$ cat src/source/decode_defines.svh
`ifndef DECODE_DEFINES_SVH
`define DECODE_DEFINES_SVH

// Datapath and register file widths.
`define XLEN 32
`define REG_AW 8

// Major opcodes, instruction bits 6 to 2.
`define OPC_LOAD    5'b00000
`define OPC_MISCMEM 5'b00011
`define OPC_IMM     5'b00100
`define OPC_AUIPC   5'b00101
`define OPC_STORE   5'b01000
`define OPC_OP      5'b01100
`define OPC_LUI     5'b01101
`define OPC_BRANCH  5'b11000
`define OPC_JALR    5'b11001
`define OPC_JAL     5'b11011
`define OPC_SYSTEM  5'b11100

// Trap causes.
`define CAUSE_ILLEGAL 4'h2
`define CAUSE_BREAK   4'h3
`define CAUSE_ECALL   4'hB

`endif

$ cat src/source/decode_pkg.sv
`include "decode_defines.svh"

package decode_pkg;

	typedef enum logic [1:0]
	{
		sel_imm = 2'b00,
		sel_reg = 2'b01
	} operand_sel_e;

	// Command flags seen by execute.
	typedef struct packed
	{
		logic loadop3;
		logic signed_op; // Signed load, arithmetic shift, signed mul/div.
		logic signed_b;
		logic dbus;
		logic dbus_store;
		logic dbus_byte;
		logic dbus_hword;
		logic addsub;
		logic negate_op2;
		logic mul;
		logic mul_high;
		logic div;
		logic div_mod;
		logic cmp;
		logic slt;
		logic jump;
		logic and_op;
		logic xor_op;
		logic shift;
		logic shift_right;
		logic trap;
	} dec_cmd_t;

	typedef struct packed
	{
		dec_cmd_t cmd;
		logic [3:0] jump_type;
		logic [`REG_AW-1:0] dst;
		logic [11:0] displacement;
		logic [3:0] trap_cause;
		logic [29:0] epc;
		operand_sel_e op1_sel;
		operand_sel_e op2_sel;
		logic [`XLEN-1:0] op1_imm;
		logic [`XLEN-1:0] op2_imm;
		logic [`XLEN-1:0] op3;
	} dec_item_t;

endpackage

$ cat src/source/isa_pkg.sv
package isa_pkg;

	// Instruction class after opcode decode.
	typedef enum logic [3:0]
	{
		cls_imm     = 4'd0,
		cls_op      = 4'd1,
		cls_jal     = 4'd2,
		cls_jalr    = 4'd3,
		cls_load    = 4'd4,
		cls_store   = 4'd5,
		cls_branch  = 4'd6,
		cls_lui     = 4'd7,
		cls_auipc   = 4'd8,
		cls_system  = 4'd9,
		cls_miscmem = 4'd10,
		cls_invalid = 4'd11
	} opclass_e;

	// Word bits 31 to 2, MSB first.
	typedef struct packed
	{
		logic [6:0] funct7;
		logic [4:0] rs2;
		logic [4:0] rs1;
		logic [2:0] funct3;
		logic [4:0] rd;
		logic [4:0] opcode;
	} instr_fields_t;

endpackage

$ cat src/source/decode_sequencer.sv
`timescale 1ns/1ps
`include "decode_defines.svh"

module decode_sequencer
(
	input  logic clk_i,
	input  logic rst_i,
	input  logic valid_i,
	output logic ready_o,
	input  logic jump_valid_i,
	input  logic ready_i,
	input  decode_pkg::dec_item_t next_item_i,
	input  logic branch_i,
	input  logic [`XLEN-1:0] branch_target_i,
	output logic busy_o,
	output logic valid_o,
	output decode_pkg::dec_item_t item_o
);
	import decode_pkg::*;

	typedef enum logic
	{
		st_regular,
		st_branch_jump
	} state_e;

	state_e state_q;
	dec_item_t item_q;
	logic valid_q;
	logic stall;
	logic [`XLEN-1:0] target_q;

	assign stall = valid_q & ~ready_i; // Execute has not taken the item.
	assign busy_o = stall | (state_q == st_branch_jump);
	assign ready_o = ~busy_o;
	assign valid_o = valid_q;
	assign item_o = item_q;

	always_ff @(posedge clk_i)
	begin
		if (ready_o && valid_i && branch_i)
			target_q <= branch_target_i;
	end

	always_ff @(posedge clk_i)
	begin
		if (rst_i)
		begin
			state_q <= st_regular;
			valid_q <= 1'b0;
			item_q <= '0;
		end
		else if (jump_valid_i)
		begin
			// Taken jump in execute wins over a stall.
			state_q <= st_regular;
			valid_q <= 1'b0;
		end
		else if (!stall)
		begin
			if (state_q == st_branch_jump)
			begin
				// Second half of a branch, jump_type and epc carry over.
				item_q.cmd <= '{jump: 1'b1, default: 1'b0};
				item_q.op1_sel <= sel_imm;
				item_q.op1_imm <= target_q;
				valid_q <= 1'b1;
				state_q <= st_regular;
			end
			else if (valid_i)
			begin
				item_q <= next_item_i;
				valid_q <= 1'b1;
				if (branch_i)
					state_q <= st_branch_jump;
			end
			else
			begin
				item_q <= '0;
				valid_q <= 1'b0;
			end
		end
	end

endmodule

$ cat src/source/instr_classifier.sv
`timescale 1ns/1ps
`include "decode_defines.svh"

module instr_classifier
(
	input  logic [`XLEN-1:0] word_i,
	input  logic [29:0] next_ip_i,
	output decode_pkg::dec_item_t item_o,
	output logic branch_o,
	output logic [`XLEN-1:0] branch_target_o
);
	import isa_pkg::*;
	import decode_pkg::*;

	instr_fields_t f;
	opclass_e cls;
	logic [29:0] cur_ip;
	logic [`XLEN-1:0] pc;
	logic [`XLEN-1:0] imm_itype;
	logic [`XLEN-1:0] imm_utype;
	logic [`XLEN-1:0] imm_jtype;
	logic [`XLEN-1:0] imm_btype;
	logic [`REG_AW-1:0] rd_ext;
	logic illegal;
	dec_item_t item;

	function automatic opclass_e classify(input logic [4:0] opc);
		case (opc)
			`OPC_IMM:     classify = cls_imm;
			`OPC_OP:      classify = cls_op;
			`OPC_JAL:     classify = cls_jal;
			`OPC_JALR:    classify = cls_jalr;
			`OPC_LOAD:    classify = cls_load;
			`OPC_STORE:   classify = cls_store;
			`OPC_BRANCH:  classify = cls_branch;
			`OPC_LUI:     classify = cls_lui;
			`OPC_AUIPC:   classify = cls_auipc;
			`OPC_SYSTEM:  classify = cls_system;
			`OPC_MISCMEM: classify = cls_miscmem;
			default:      classify = cls_invalid;
		endcase
	endfunction

	assign f = word_i[31:2];
	assign cls = classify(f.opcode);
	assign cur_ip = next_ip_i - 30'd1;
	assign pc = {cur_ip, 2'b00};
	assign rd_ext = {{(`REG_AW-5){1'b0}}, f.rd};

	assign imm_itype = {{20{word_i[31]}}, word_i[31:20]};
	assign imm_utype = {word_i[31:12], 12'h000};
	assign imm_jtype = {{11{word_i[31]}}, word_i[31], word_i[19:12], word_i[20], word_i[30:21], 1'b0};
	assign imm_btype = {{19{word_i[31]}}, word_i[31], word_i[7], word_i[30:25], word_i[11:8], 1'b0};
	assign branch_target_o = pc + imm_btype;

	always_comb
	begin
		item = '0;
		item.epc = cur_ip;
		branch_o = 1'b0;
		illegal = (word_i[1:0] != 2'b11); // Compressed words are not supported.
		case (cls)
			cls_imm, cls_op:
			begin
				item.op1_sel = sel_reg;
				item.dst = rd_ext;
				if (cls == cls_op)
					item.op2_sel = sel_reg;
				else
					item.op2_imm = imm_itype;
				if (cls == cls_op && f.funct7 == 7'b0000001)
				begin
					if (!f.funct3[2])
					begin
						item.cmd.mul = 1'b1;
						item.cmd.mul_high = |f.funct3[1:0];
						item.cmd.signed_op = ^f.funct3[1:0]; // MULH and MULHSU.
						item.cmd.signed_b = (f.funct3[1:0] == 2'b01);
					end
					else
					begin
						item.cmd.div = 1'b1;
						item.cmd.div_mod = f.funct3[1];
						item.cmd.signed_op = ~f.funct3[0];
					end
				end
				else
				begin
					case (f.funct3)
						3'b000:
						begin
							item.cmd.addsub = 1'b1;
							item.cmd.negate_op2 = (cls == cls_op) & word_i[30]; // SUB.
						end
						3'b001: item.cmd.shift = 1'b1;
						3'b101:
						begin
							item.cmd.shift = 1'b1;
							item.cmd.shift_right = 1'b1;
							item.cmd.signed_op = word_i[30];
						end
						3'b010, 3'b011:
						begin
							item.cmd.cmp = 1'b1;
							item.cmd.negate_op2 = 1'b1;
							item.cmd.slt = 1'b1;
							item.jump_type = {2'b01, f.funct3[0], 1'b0};
						end
						3'b100: item.cmd.xor_op = 1'b1;
						3'b110:
						begin
							// OR is encoded as both logic flags.
							item.cmd.and_op = 1'b1;
							item.cmd.xor_op = 1'b1;
						end
						default: item.cmd.and_op = 1'b1;
					endcase
				end
			end
			cls_jal, cls_jalr:
			begin
				item.cmd.jump = 1'b1;
				item.cmd.loadop3 = 1'b1;
				item.op3 = {next_ip_i, 2'b00}; // Link address.
				item.dst = rd_ext;
				if (cls == cls_jal)
					item.op1_imm = pc + imm_jtype;
				else
				begin
					item.op1_sel = sel_reg;
					item.displacement = word_i[31:20];
				end
			end
			cls_branch:
			begin
				item.op1_sel = sel_reg;
				item.op2_sel = sel_reg;
				item.jump_type = {1'b0, f.funct3};
				item.cmd.cmp = 1'b1;
				item.cmd.negate_op2 = 1'b1;
				branch_o = ~illegal;
			end
			cls_load, cls_store:
			begin
				item.op1_sel = sel_reg;
				item.cmd.dbus = 1'b1;
				item.cmd.dbus_byte = (f.funct3[1:0] == 2'b00);
				item.cmd.dbus_hword = (f.funct3[1:0] == 2'b01);
				if (cls == cls_load)
				begin
					item.displacement = word_i[31:20];
					item.dst = rd_ext;
					item.cmd.signed_op = ~f.funct3[2];
				end
				else
				begin
					item.op2_sel = sel_reg;
					item.displacement = {word_i[31:25], word_i[11:7]};
					item.cmd.dbus_store = 1'b1;
				end
			end
			cls_lui, cls_auipc:
			begin
				item.cmd.addsub = 1'b1;
				item.op1_imm = (cls == cls_lui) ? '0 : pc;
				item.op2_imm = imm_utype;
				item.dst = rd_ext;
			end
			cls_system:
			begin
				item.cmd.trap = 1'b1;
				item.cmd.jump = 1'b1;
				if (f.funct3 != 3'b000 || word_i[21])
					illegal = 1'b1; // CSR access and xRET.
				else
					item.trap_cause = word_i[20] ? `CAUSE_BREAK : `CAUSE_ECALL;
			end
			cls_miscmem: illegal = illegal | (f.funct3 != 3'b000); // FENCE only.
			default: illegal = 1'b1;
		endcase

		if (illegal)
		begin
			item = '0;
			item.epc = cur_ip;
			item.cmd.trap = 1'b1;
			item.cmd.jump = 1'b1;
			item.trap_cause = `CAUSE_ILLEGAL;
		end
		item_o = item;
	end

endmodule

$ cat src/source/operand_port.sv
`timescale 1ns/1ps
`include "decode_defines.svh"

module operand_port
(
	input  logic clk_i,
	input  logic busy_i,
	input  logic [4:0] rs_i,
	input  decode_pkg::operand_sel_e sel_i,
	input  logic [`XLEN-1:0] imm_i,
	output logic [`REG_AW-1:0] raddr_o,
	input  logic [`XLEN-1:0] rdata_i,
	output logic [`XLEN-1:0] operand_o
);
	import decode_pkg::*;

	logic [4:0] rs_q;
	logic zero_q; // Captured index is x0.

	// Index of the instruction now in the output stage.
	always_ff @(posedge clk_i)
	begin
		if (!busy_i)
		begin
			rs_q <= rs_i;
			zero_q <= (rs_i == 5'd0);
		end
	end

	// Hold the address so the read data stays put under a stall.
	assign raddr_o = {{(`REG_AW-5){1'b0}}, (busy_i ? rs_q : rs_i)};

	always_comb
	begin
		if (sel_i == sel_imm)
			operand_o = imm_i;
		else if (zero_q)
			operand_o = '0;
		else
			operand_o = rdata_i;
	end

endmodule

$ cat src/source/riscv_decode.sv
`timescale 1ns/1ps
`include "decode_defines.svh"

module riscv_decode
(
	input  logic clk_i,
	input  logic rst_i,
	input  logic [`XLEN-1:0] word_i,
	input  logic [29:0] next_ip_i,
	input  logic valid_i,
	output logic ready_o,
	input  logic jump_valid_i,
	input  logic ready_i,
	output logic valid_o,
	output decode_pkg::dec_cmd_t cmd_o,
	output logic [3:0] jump_type_o,
	output logic [`REG_AW-1:0] dst_o,
	output logic [11:0] displacement_o,
	output logic [3:0] trap_cause_o,
	output logic [29:0] epc_o,
	output logic [`XLEN-1:0] op1_o,
	output logic [`XLEN-1:0] op2_o,
	output logic [`XLEN-1:0] op3_o,
	output logic [`REG_AW-1:0] sp_raddr1_o,
	input  logic [`XLEN-1:0] sp_rdata1_i,
	output logic [`REG_AW-1:0] sp_raddr2_o,
	input  logic [`XLEN-1:0] sp_rdata2_i
);
	import isa_pkg::*;
	import decode_pkg::*;

	instr_fields_t fields;
	dec_item_t next_item;
	dec_item_t item_q;
	logic branch;
	logic [`XLEN-1:0] branch_target;
	logic busy;

	assign fields = word_i[31:2];

	instr_classifier i_classifier
	(
		.word_i          (word_i),
		.next_ip_i       (next_ip_i),
		.item_o          (next_item),
		.branch_o        (branch),
		.branch_target_o (branch_target)
	);

	decode_sequencer i_sequencer
	(
		.clk_i           (clk_i),
		.rst_i           (rst_i),
		.valid_i         (valid_i),
		.ready_o         (ready_o),
		.jump_valid_i    (jump_valid_i),
		.ready_i         (ready_i),
		.next_item_i     (next_item),
		.branch_i        (branch),
		.branch_target_i (branch_target),
		.busy_o          (busy),
		.valid_o         (valid_o),
		.item_o          (item_q)
	);

	operand_port i_op1_port
	(
		.clk_i     (clk_i),
		.busy_i    (busy),
		.rs_i      (fields.rs1),
		.sel_i     (item_q.op1_sel),
		.imm_i     (item_q.op1_imm),
		.raddr_o   (sp_raddr1_o),
		.rdata_i   (sp_rdata1_i),
		.operand_o (op1_o)
	);

	operand_port i_op2_port
	(
		.clk_i     (clk_i),
		.busy_i    (busy),
		.rs_i      (fields.rs2),
		.sel_i     (item_q.op2_sel),
		.imm_i     (item_q.op2_imm),
		.raddr_o   (sp_raddr2_o),
		.rdata_i   (sp_rdata2_i),
		.operand_o (op2_o)
	);

	assign cmd_o = item_q.cmd;
	assign jump_type_o = item_q.jump_type;
	assign dst_o = item_q.dst;
	assign displacement_o = item_q.displacement;
	assign trap_cause_o = item_q.trap_cause;
	assign epc_o = item_q.epc;
	assign op3_o = item_q.op3;

endmodule

$ cat config.mk
export PLATFORM = sky130hd
export DESIGN_NAME = riscv_decode
export DESIGN_NICKNAME = d
export VERILOG_FILES = /design/src/source/decode_pkg.sv /design/src/source/isa_pkg.sv /design/src/source/decode_sequencer.sv /design/src/source/instr_classifier.sv /design/src/source/operand_port.sv /design/src/source/riscv_decode.sv
export VERILOG_INCLUDE_DIRS = /design/src /design/src/source
export SDC_FILE = /design/constraint.sdc
export NUM_CORES = 1
export LEC_CHECK = 0
export BUFFER_PORTS_ARGS = -buffer_cell sky130_fd_sc_hd__buf_2
export CORE_MARGIN = 4
export CORE_UTILIZATION = 45
export DETAILED_ROUTE_END_ITERATION = 10
export PLACE_DENSITY = 0.74
export SLEW_MARGIN = 20
export SYNTH_ARGS = -nofsm -noshare
export SYNTH_HDL_FRONTEND = slang
export SYNTH_HIERARCHICAL = 1
export SYNTH_SLANG_ARGS = --single-unit
$ cat constraint.sdc
create_clock -name clk_i -period 6.2 [get_ports clk_i]
set_clock_uncertainty 0.15 [all_clocks]
set_input_delay 0.31 -clock clk_i [delete_from_list [all_inputs] [get_ports clk_i]]
set_output_delay 0.31 -clock clk_i [all_outputs]
set_load 0.03 [all_outputs]
======== Yosys cells after proc, flatten, opt, wreduce, memory -nomap -nowiden ========
Memories as Yosys holds them, arrays and structs flattened.
Cells that the tools add are included.
Widths: inputs -> output; s select.
cells by class
  $add $sub $neg .......................... 3
  equal/unequal tests ..................... 19
  multiplexer cells ....................... 73
  bitwise operators ....................... 12
  reduce and logical (&&, ||, !) cells .... 29
operators with widths
  cell                   count
  $mux 179               2
  $mux 32                9
  $pmux 32 s2            2
  $add 32x32->32         2
  $mux 4                 9
  $sub 30x1->30 const B  1
  $mux 1                 27
  $pmux 12 s2            1
  $mux 21                1
  $mux 5                 4
  $reduce_or 2->1        9
  $eq 4x3->1 const B     4
  $eq 4x4->1 const B     3
  $mux 12                1
  $mux 2                 6
  $reduce_or 6->1        2
  $logic_not 5->1        2
  $pmux 1 s2             5
  $pmux 5 s2             1
  $eq 3x3->1 const B     3
  $reduce_or 9->1        1
  $eq 4x2->1 const B     2
  $not 1->1              8
  $pmux 4 s2             1
  other kinds (23)       30
storage, ports and cells
  register bits after elaboration ......... 225
  bits in read-only memories .............. 128
  input port bits ......................... 131
  output and inout bits ................... 193
  word-level logic and storage cells ...... 175
  memories ................................ 1
memories
  name              depth  bits a word  read ports  clocked after memory_dff  write ports  line                    source
  (name not given)  32     4            1           0                         0            instr_classifier.sv:28  case (opc)

======== Longest topological paths before layout ========
Gate-level depths: netlist of the first run.
An unclocked memory read counts as a cell.
  depth in word-level cells ............... 9
  depth in mapped cells ................... 20
  depth with buffers taken out ............ 18

======== Cells and area by module ========
The synthesis of the first run kept the hierarchy.
by module, submodules not included
  module            instances  cells an instance  area each (um^2)  sequential area each (um^2)
  decode_sequencer  1          832                8040.2            4584.4
  instr_classifier  1          786                5014.8            0.0
  operand_port      2          90                 855.8             130.1

======== Least setup slack after synthesis of the first run ========
Ideal clock, no wire load.
  kind .................................... input-to-reg
  start point ............................. input word_i[3]
  end point ............................... register i_sequencer.target_q[0] (enable)
  setup time .............................. 464 ps
  data arrival time ....................... 4571 ps
  required time ........................... 5586 ps
  slack ................................... 1015 ps
  stages on the path ...................... 14
  path buffers ............................ 3
  cells stage by stage .................... inv_1 -> ha_1 -> nor2_1 -> a21oi_1 -> o32a_1 -> clkbuf_1 -> nor2_1 -> nand2_1 -> a31o_2 -> clkbuf_1 -> clkbuf_1 -> nor2_1 -> nand2_1 -> nor3_1
between the ends
  cells in the longest elaborated chain, start to end .. 4
ends and longest elaborated chain
  what                  line                    source
  from (decl)           riscv_decode.sv:8       input logic [`XLEN-1:0] word_i,
  $mem_v2 32x4          n/a
  $eq 4x3->1            instr_classifier.sv:62  case (cls)
  $mux 1                instr_classifier.sv:62
  net branch            riscv_decode.sv:35      logic branch;
  $logic_and 1x1->1     decode_sequencer.sv:41  if (ready_o && valid_i && branch_i)
  to (signal assigned)  decode_sequencer.sv:42  target_q <= branch_target_i;
  to (decl)             decode_sequencer.sv:31  logic [`XLEN-1:0] target_q;
The timed path passes the listed nets, and every way through them passes these cells.
A chain may end at the register's enable or synchronous reset.

==> flow_summary_export.csv, run 1 <==
group,metric,value,unit
clock_network,clock_latency,0.54,ns
pwr,power.leakage,7.24,nW
critical_path,crit_fanout,11,
critical_path,start_kind,"primary input",
logic_synthesis,synth_seq_area_share,0.328,
cells_and_area,finalNetCount,2190,
pwr,pwr-share-clk,0.405,
logic_synthesis,async_flop_share,0,
clock_network,cts_hold_buffers,4,
critical_path,regToRegEndpoint,"i_sequencer/item_o[21]",
critical_path,arrival,5.15,ns
worst_hold_path,whs_path_depth,2,
sta,fin_crit_sh,0.792,
drt,drc,0,
cells_and_area,diodes,0,
cells_and_area,syn_to_final_growth,17.0,%
run_status,outcome,"finished clean",
logic_synthesis,muxShareOfSynthArea,0.0591,
placement,gp_congestion,0.942,
logic_synthesis,synth_common_cells,"a21oi_1 (224), dfxtp_1 (191), nand4_1 (138)",
global_routing,grt_pass1_vias,14100,
cells_and_area,drive_above_1_share,0.242,
logic_synthesis,yosysTopAreaCellShare,0.259,
pwr,power.density,232,nW/um^2
drt,dr.first_iter.drc_count,1641,
pwr,power_frac_comb,0.210,
critical_path,crit_type,"in2reg",
sta,slew_headroom,0.226,
clock_network,clockBufferDepth,3,
floorplanning,die_w,189,um
floorplanning,die_area,35800,um^2
sta,rsz0062_at_grt,"false",
job,max_cap_viol_count,0,
logic_synthesis,synth_cell_types,74,
global_routing,grt_pass1_wl,82.8,mm
global_routing,grt_use_total,0.285,
drt,postRouteAntennaNets,0,
sta,layout_min_cycle_time,4.91,ns
sta,tns,0,ns
floorplanning,rows,66,
logic_synthesis,syn_inst,1798,
pwr,seqPwrFrac,0.385,
global_routing,grt_start_max_net_pins,112,
drt,wl_per_cell,22.0,um
cells_and_area,layoutNonFillerInstCount,2465,
worst_hold_path,min_to,"i_op2_port/rs_q[4]",
clock_network,cts-resized-gates,0,
logic_synthesis,yosysTopAreaCell,"dfxtp_1",
logic_synthesis,synth_fa_ha_area_frac,0.0485,
clock_network,clkTransAtPathRegs,0.06,ns
logic_synthesis,synthSimpleGateAreaFrac,0.201,
global_routing,antenna_found_initial,0,
logic_synthesis,synth_top_family_by_area,"compound AO/OA/AOI/OAI gates",
clock_network,cts_buffers,26,
logic_synthesis,avgSynthCellArea,8.21,um^2
pwr,ir_worst_vdd,183,uV
drt,viasPerCell,6.19,
placement,dpl.hpwl,38.5,mm
pwr,swShare,0.307,
floorplanning,core_area,32500,um^2
sta,setup_viol_count_final,0,
logic_synthesis,synth-xor-area-share,0.0414,
critical_path,r2r_setup_slack,3.52,ns
critical_path,cp.required,6.44,ns
clock_network,cts_root_buf,"clkbuf_16",
sta,drv_slew,0,
sta,hold_viol_final,0,
sta,tightest_slew,1.16,ns
logic_synthesis,yosys_warnings,6,
sta,max_freq,0.204,GHz
floorplanning,pin_count,324,
critical_path,r2r-start,"i_sequencer/state_q",
pwr,cell_internal_pwr,2.78,mW
clock_network,cts.sinks,225,
logic_synthesis,synth_compound_area_frac,0.252,
cells_and_area,fillers,3065,
drt,vias,15300,
floorplanning,die_h,189,um
logic_synthesis,synthFlopType,"dfxtp_1",
placement,io_buffers,317,
floorplanning,initial_core_util,0.455,
logic_synthesis,yosysMostFrequentCell,"a21oi_1",
drt,drt-pass1-iter-count,7,
critical_path,endpoint_kind,"flip-flop",
clock_network,h-tree-depth,1,
logic_synthesis,synth_area,14800,um^2
clock_network,cts_tree,"done",
drt,routed_wl,54.3,mm
logic_synthesis,synthTopCellsByArea,"dfxtp_1 (26%), a21oi_1 (7.6%), edfxtp_1 (6.9%)",
critical_path,reg2regPathDepth,5,
worst_hold_path,hold_start,"word_i[24]",
pwr,switchingPower,1.23,mW
worst_hold_path,hold_class,"in2reg",
logic_synthesis,synth_edf_count,34,
logic_synthesis,ys_ff_latch,225,
global_routing,overflow,0,
placement,numPlacedInstances,2412,
clock_network,postCtsSetupBuffers,0,
layout make-up:
type                       instances  area [um^2]  area share
inverter                          24         91.3     0.00529
multi-input combinational       1374         9010       0.522
clock inverter                    14          161     0.00934
clock buffer                      34          742      0.0429
timing repair buffer             352         1870       0.108
sequential                       225         4840       0.280
tap                              442          553      0.0320
cells in the final DEF (no fill, tap or decap), types with 23 or more instances in the layout:
master     instances
buf_2            315
a21oi_1          224
dfxtp_1          191
nand4_1          138
o21ai_0          102
nand2_1           80
nor2_1            79
mux2_2            74
nor2b_1           66
o21ai_1           60
and2_1            59
ha_1              54
a21o_1            52
a22oi_1           47
xnor2_1           42
a211oi_1          40
edfxtp_1          34
buf_4             32
clkbuf_16         27
xor2_1            26
nor3_1            23
cells by family (layout without fill, tap and decap cells):
kind of cell               count (synthesis)  count (layout)
adders and majority gates                 56              56
xor gates and xnor gates                  69              69
AOI/OAI and AO/OA                        617             617
other                                      3              17
buffers and inverters                    213             424
muxes                                     78              78
DFF                                      225             225
and+or+nand+nor                          537             537
worst max path at each step:
stage                            start                       to  slack [ns]
final                     next_ip_i[0]   i_sequencer/item_o[95]        1.29
after global routing      next_ip_i[1]   i_sequencer/item_o[88]        0.92
after CTS                 next_ip_i[1]   i_sequencer/item_o[88]        1.42
after detailed placement  next_ip_i[1]   i_sequencer/item_o[88]        0.88
after global placement    next_ip_i[0]   i_sequencer/item_o[95]        0.94
after floorplan              word_i[3]  i_sequencer/target_q[0]        1.02
routing by layer:
layer,part of all wire,up-vias,global-route usage,wire length (um)
met5,0,-,0,0
met3,0.096,107,0.0485,5230
met4,0.030,0,0.0788,1650
met1,0.45,7306,0.426,24300
met2,0.43,824,0.424,23100
li1,-,7016,-,-
power groups by stage:
stage | Combinational (mW) | Sequential (mW) | Clock, mW
after floorplan | 0.552 | 1.59 | 0
after global placement | 0.818 | 1.57 | 0
after detailed placement | 0.818 | 1.58 | 0
after CTS | 0.823 | 1.54 | 1.64
after global routing | 0.906 | 1.54 | 1.70
final | 0.842 | 1.54 | 1.62
metrics by stage:
| stage | cell area, um^2 | setup WS [ns] | total power [mW] | util | hold WS (ns) |
|---|---|---|---|---|---|
| 2_1_floorplan | 14800 | 1.02 | 2.14 | - | 0.296 |
| 3_3_place_gp | 16300 | 0.944 | 2.39 | 0.503 | 0.302 |
| 3_5_place_dp | 16300 | 0.875 | 2.39 | 0.503 | 0.307 |
| 4_1_cts | 17300 | 1.42 | 4.01 | 0.532 | 0.00208 |
| 5_1_grt | 17300 | 0.922 | 4.15 | 0.532 | 0.00700 |
| 6_report | 17300 | 1.29 | 4.00 | 0.532 | 0.0368 |
state kept, by name (all words and copies together), names as in the netlist:
register and cells:
i_op2_port/zero_q 1, i_op1_port/rs_q 5, i_sequencer/target_q 32, i_op2_port/rs_q 5
i_op1_port/zero_q 1, i_sequencer/state_q 1, i_sequencer/valid_o 1, i_sequencer/item_o 179
worst max-delay path, stage by stage:
cell      delay (ns)
buf_2           0.12
inv_1           0.20
ha_1            0.26
nand3b_1        0.17
or3_1           0.50
nor4_1          0.62
nand2b_1        0.14
xnor2_1         0.43
ha_1            0.45
nand4_1         0.28
nor3_1          0.41
inv_1           0.10
o22a_1          0.22
o21ai_0         0.12
nor3_1          0.10
o211a_1         0.24
a211o_1         0.23
a22oi_1         0.16
a211oi_1        0.09
No activity file was read; power rests on OpenSTA's default activity.
==> run 2, diff against run 1 <==
PLACE_DENSITY = 0.77   (was 0.74)
clock period = 4 ns   (was 6.2 ns; I/O delays follow)
==> run 2 against run 1 <==
- first-iteration DRC count down 6.0%
- design area up 11%
- combinational power rose by 83%
- critical path type unchanged
- largest cell class unchanged
==> flow_summary_export.csv, run 2 (synthesis gave the netlist of run 1 again) <==
group,metric,value,unit
floorplanning,core_area,32500,um^2
pwr,power.leakage,8.32,nW
run_status,outcome,"finished clean",
critical_path,arrival,4.18,ns
cells_and_area,largest_register_ffs,179,
cells_and_area,finalNetCount,2406,
job,max_cap_viol_count,0,
global_routing,grt_use_total,0.290,
pwr,swShare,0.304,
global_routing,grt_start_max_net_pins,125,
critical_path,crit_buf_inv,2,
pwr,pwr-share-clk,0.378,
drt,vias,15800,
placement,gp_congestion,0.951,
clock_network,clkTransAtPathRegs,0.06,ns
cells_and_area,syn_to_final_growth,30.3,%
cells_and_area,multi_input_area,9260,um^2
cells_and_area,drive_above_1_share,0.320,
critical_path,critPathMaxStageDelay,0.54,ns
sta,setup_viol_count_final,0,
critical_path,reg2regPathDepth,4,
pwr,seqPwrFrac,0.378,
floorplanning,rows,66,
floorplanning,die_h,189,um
sta,max_freq,0.255,GHz
critical_path,start_kind,"primary input",
critical_path,crit_fanout,5,
critical_path,cp.required,4.25,ns
critical_path,path_depth,17,
sta,drv_slew,0,
pwr,cell_internal_pwr,4.40,mW
cells_and_area,final_cell_area,19200,um^2
critical_path,crit_family,"simple AND/OR/NAND/NOR gates",
floorplanning,initial_core_util,0.455,
placement,post-place-ws,-0.759,ns
worst_hold_path,hold_class,"in2reg",
cells_and_area,fillers,2890,
cells_and_area,regArea,4840,um^2
sta,layout_min_cycle_time,3.93,ns
clock_network,cts_tree,"done",
pwr,ir_worst_vdd,267,uV
critical_path,slowest_stage,"or4_4",
placement,io_buffers,317,
critical_path,crit_top_cell,"or4_4",
global_routing,grt_pass1_vias,15100,
cells_and_area,final_cell_mix,"buf_2 (314), a21oi_1 (218), buf_4 (218)",
placement,place_area,17900,um^2
sta,fin_crit_sh,0.982,
placement,dpl.hpwl,40.0,mm
critical_path,endpoint_kind,"flip-flop",
drt,viasPerCell,5.89,
pwr,switchingPower,1.92,mW
global_routing,grt_pass1_wl,84.8,mm
floorplanning,die_area,35800,um^2
floorplanning,pin_count,324,
pwr,power.density,328,nW/um^2
sta,rsz0062_at_grt,"true",
sta,slew_headroom,0.230,
clock_network,cts_root_buf,"clkbuf_16",
drt,drc,0,
clock_network,cts_buffers,25,
cells_and_area,layout_commonest_cell,"buf_2",
drt,drt-pass1-iter-count,6,
drt,postRouteAntennaNets,0,
clock_network,clockBufferDepth,3,
global_routing,overflow,0,
clock_network,clock_latency,0.55,ns
critical_path,worstPathCellList,"buf_6 > or4_4 > or4_4 > or3_4 > or4_4 > xnor2_4 > ha_4 > nand2_2 > nor3_4 > inv_1 > o22a_1 > o21ai_2 > nor3_1 > o211a_1 > a211o_1 > a22oi_2 > a211oi_2",
pwr,power_frac_comb,0.244,
clock_network,h-tree-depth,1,
sta,tightest_slew,1.15,ns
critical_path,crit_type,"in2reg",
clock_network,cts.sinks,225,
drt,dr.first_iter.drc_count,1543,
floorplanning,die_w,189,um
worst_hold_path,whs_path_depth,5,
drt,routed_wl,54.9,mm
sta,tns,0,ns
global_routing,antenna_found_initial,1,
sta,setup_ws,0.0710,ns
sta,hold_viol_final,0,
drt,wl_per_cell,20.5,um
-- run 2: cell count changes in the layout (fill, tap and decap cells not counted), moves of 5 or more --
cell	before	now
buf_4	32	218
dlygate4sd3_1	4	30
o21ai_0	102	95
a21oi_1	224	218
o21ai_1	60	66
a21oi_2	0	5
-- run 2: what timing repair did --
item	4_1_cts	5_1_grt
resized for setup	4	32
endpoints found under the setup margin	6	14
pin swaps	0	5
endpoints found under the hold margin	88	0
setup buffers	0	4
hold buffers	30	0
-- run 2: path summary, 6_finish.rpt --
path,start,slack [ns],to
worst max-delay path,next_ip_i[1],0.07,i_sequencer/item_o[95]
worst min-delay path,next_ip_i[7],0.03,i_sequencer/item_o[107]
worst max register to register,i_sequencer/state_q,1.41,i_sequencer/item_o[140]
worst min register to register,i_op1_port/rs_q[3],0.32,i_op1_port/rs_q[3]
-- run 2: per-stage QoR --
stage	total power [mW]	util	instances	hold WS, ns
floorplan	3.33	-	1812	0.228
global placement	3.89	0.550	2599	0.300
detailed placement	3.91	0.550	2599	0.308
CTS	6.31	0.587	2675	0.00119
global route	6.57	0.593	2681	0.0294
finish	6.32	0.593	2682	0.0339
-- run 2: final cells by class --
cell class / instances / area share
Clock buffer: 37 / 0.0401
Inverter: 24 / 0.00475
Sequential cell: 225 / 0.252
Timing Repair Buffer: 569 / 0.188
Multi-Input combinational cell: 1374 / 0.481
Tap cell: 442 / 0.0287
Clock inverter: 9 / 0.00462
Antenna cell: 2 / 0.000260
-- run 2: per-layer routing --
layer  vias to the layer above  GRT usage  routed length [um]
met4                         0     0.0841                1610
met2                       760      0.450               24200
met5                         -          0                   0
met3                        97     0.0505                4820
li1                       7444          -                   -
met1                      7489      0.416               24200
-- run 2: tightest hold or removal path: stages --
cell and delay [ns]:
buf_2 0.09, buf_4 0.10, xor2_1 0.12, nand4_1 0.11, a21oi_1 0.06
-- run 2: power groups by stage --
stage / Sequential, mW / Clock (mW) / Combinational (mW)
2_1_floorplan: 2.46 / 0 / 0.870
3_5_place_dp: 2.44 / 0 / 1.47
6_report: 2.39 / 2.39 / 1.54
3_3_place_gp: 2.44 / 0 / 1.45
5_1_grt: 2.39 / 2.52 / 1.66
4_1_cts: 2.39 / 2.42 / 1.50
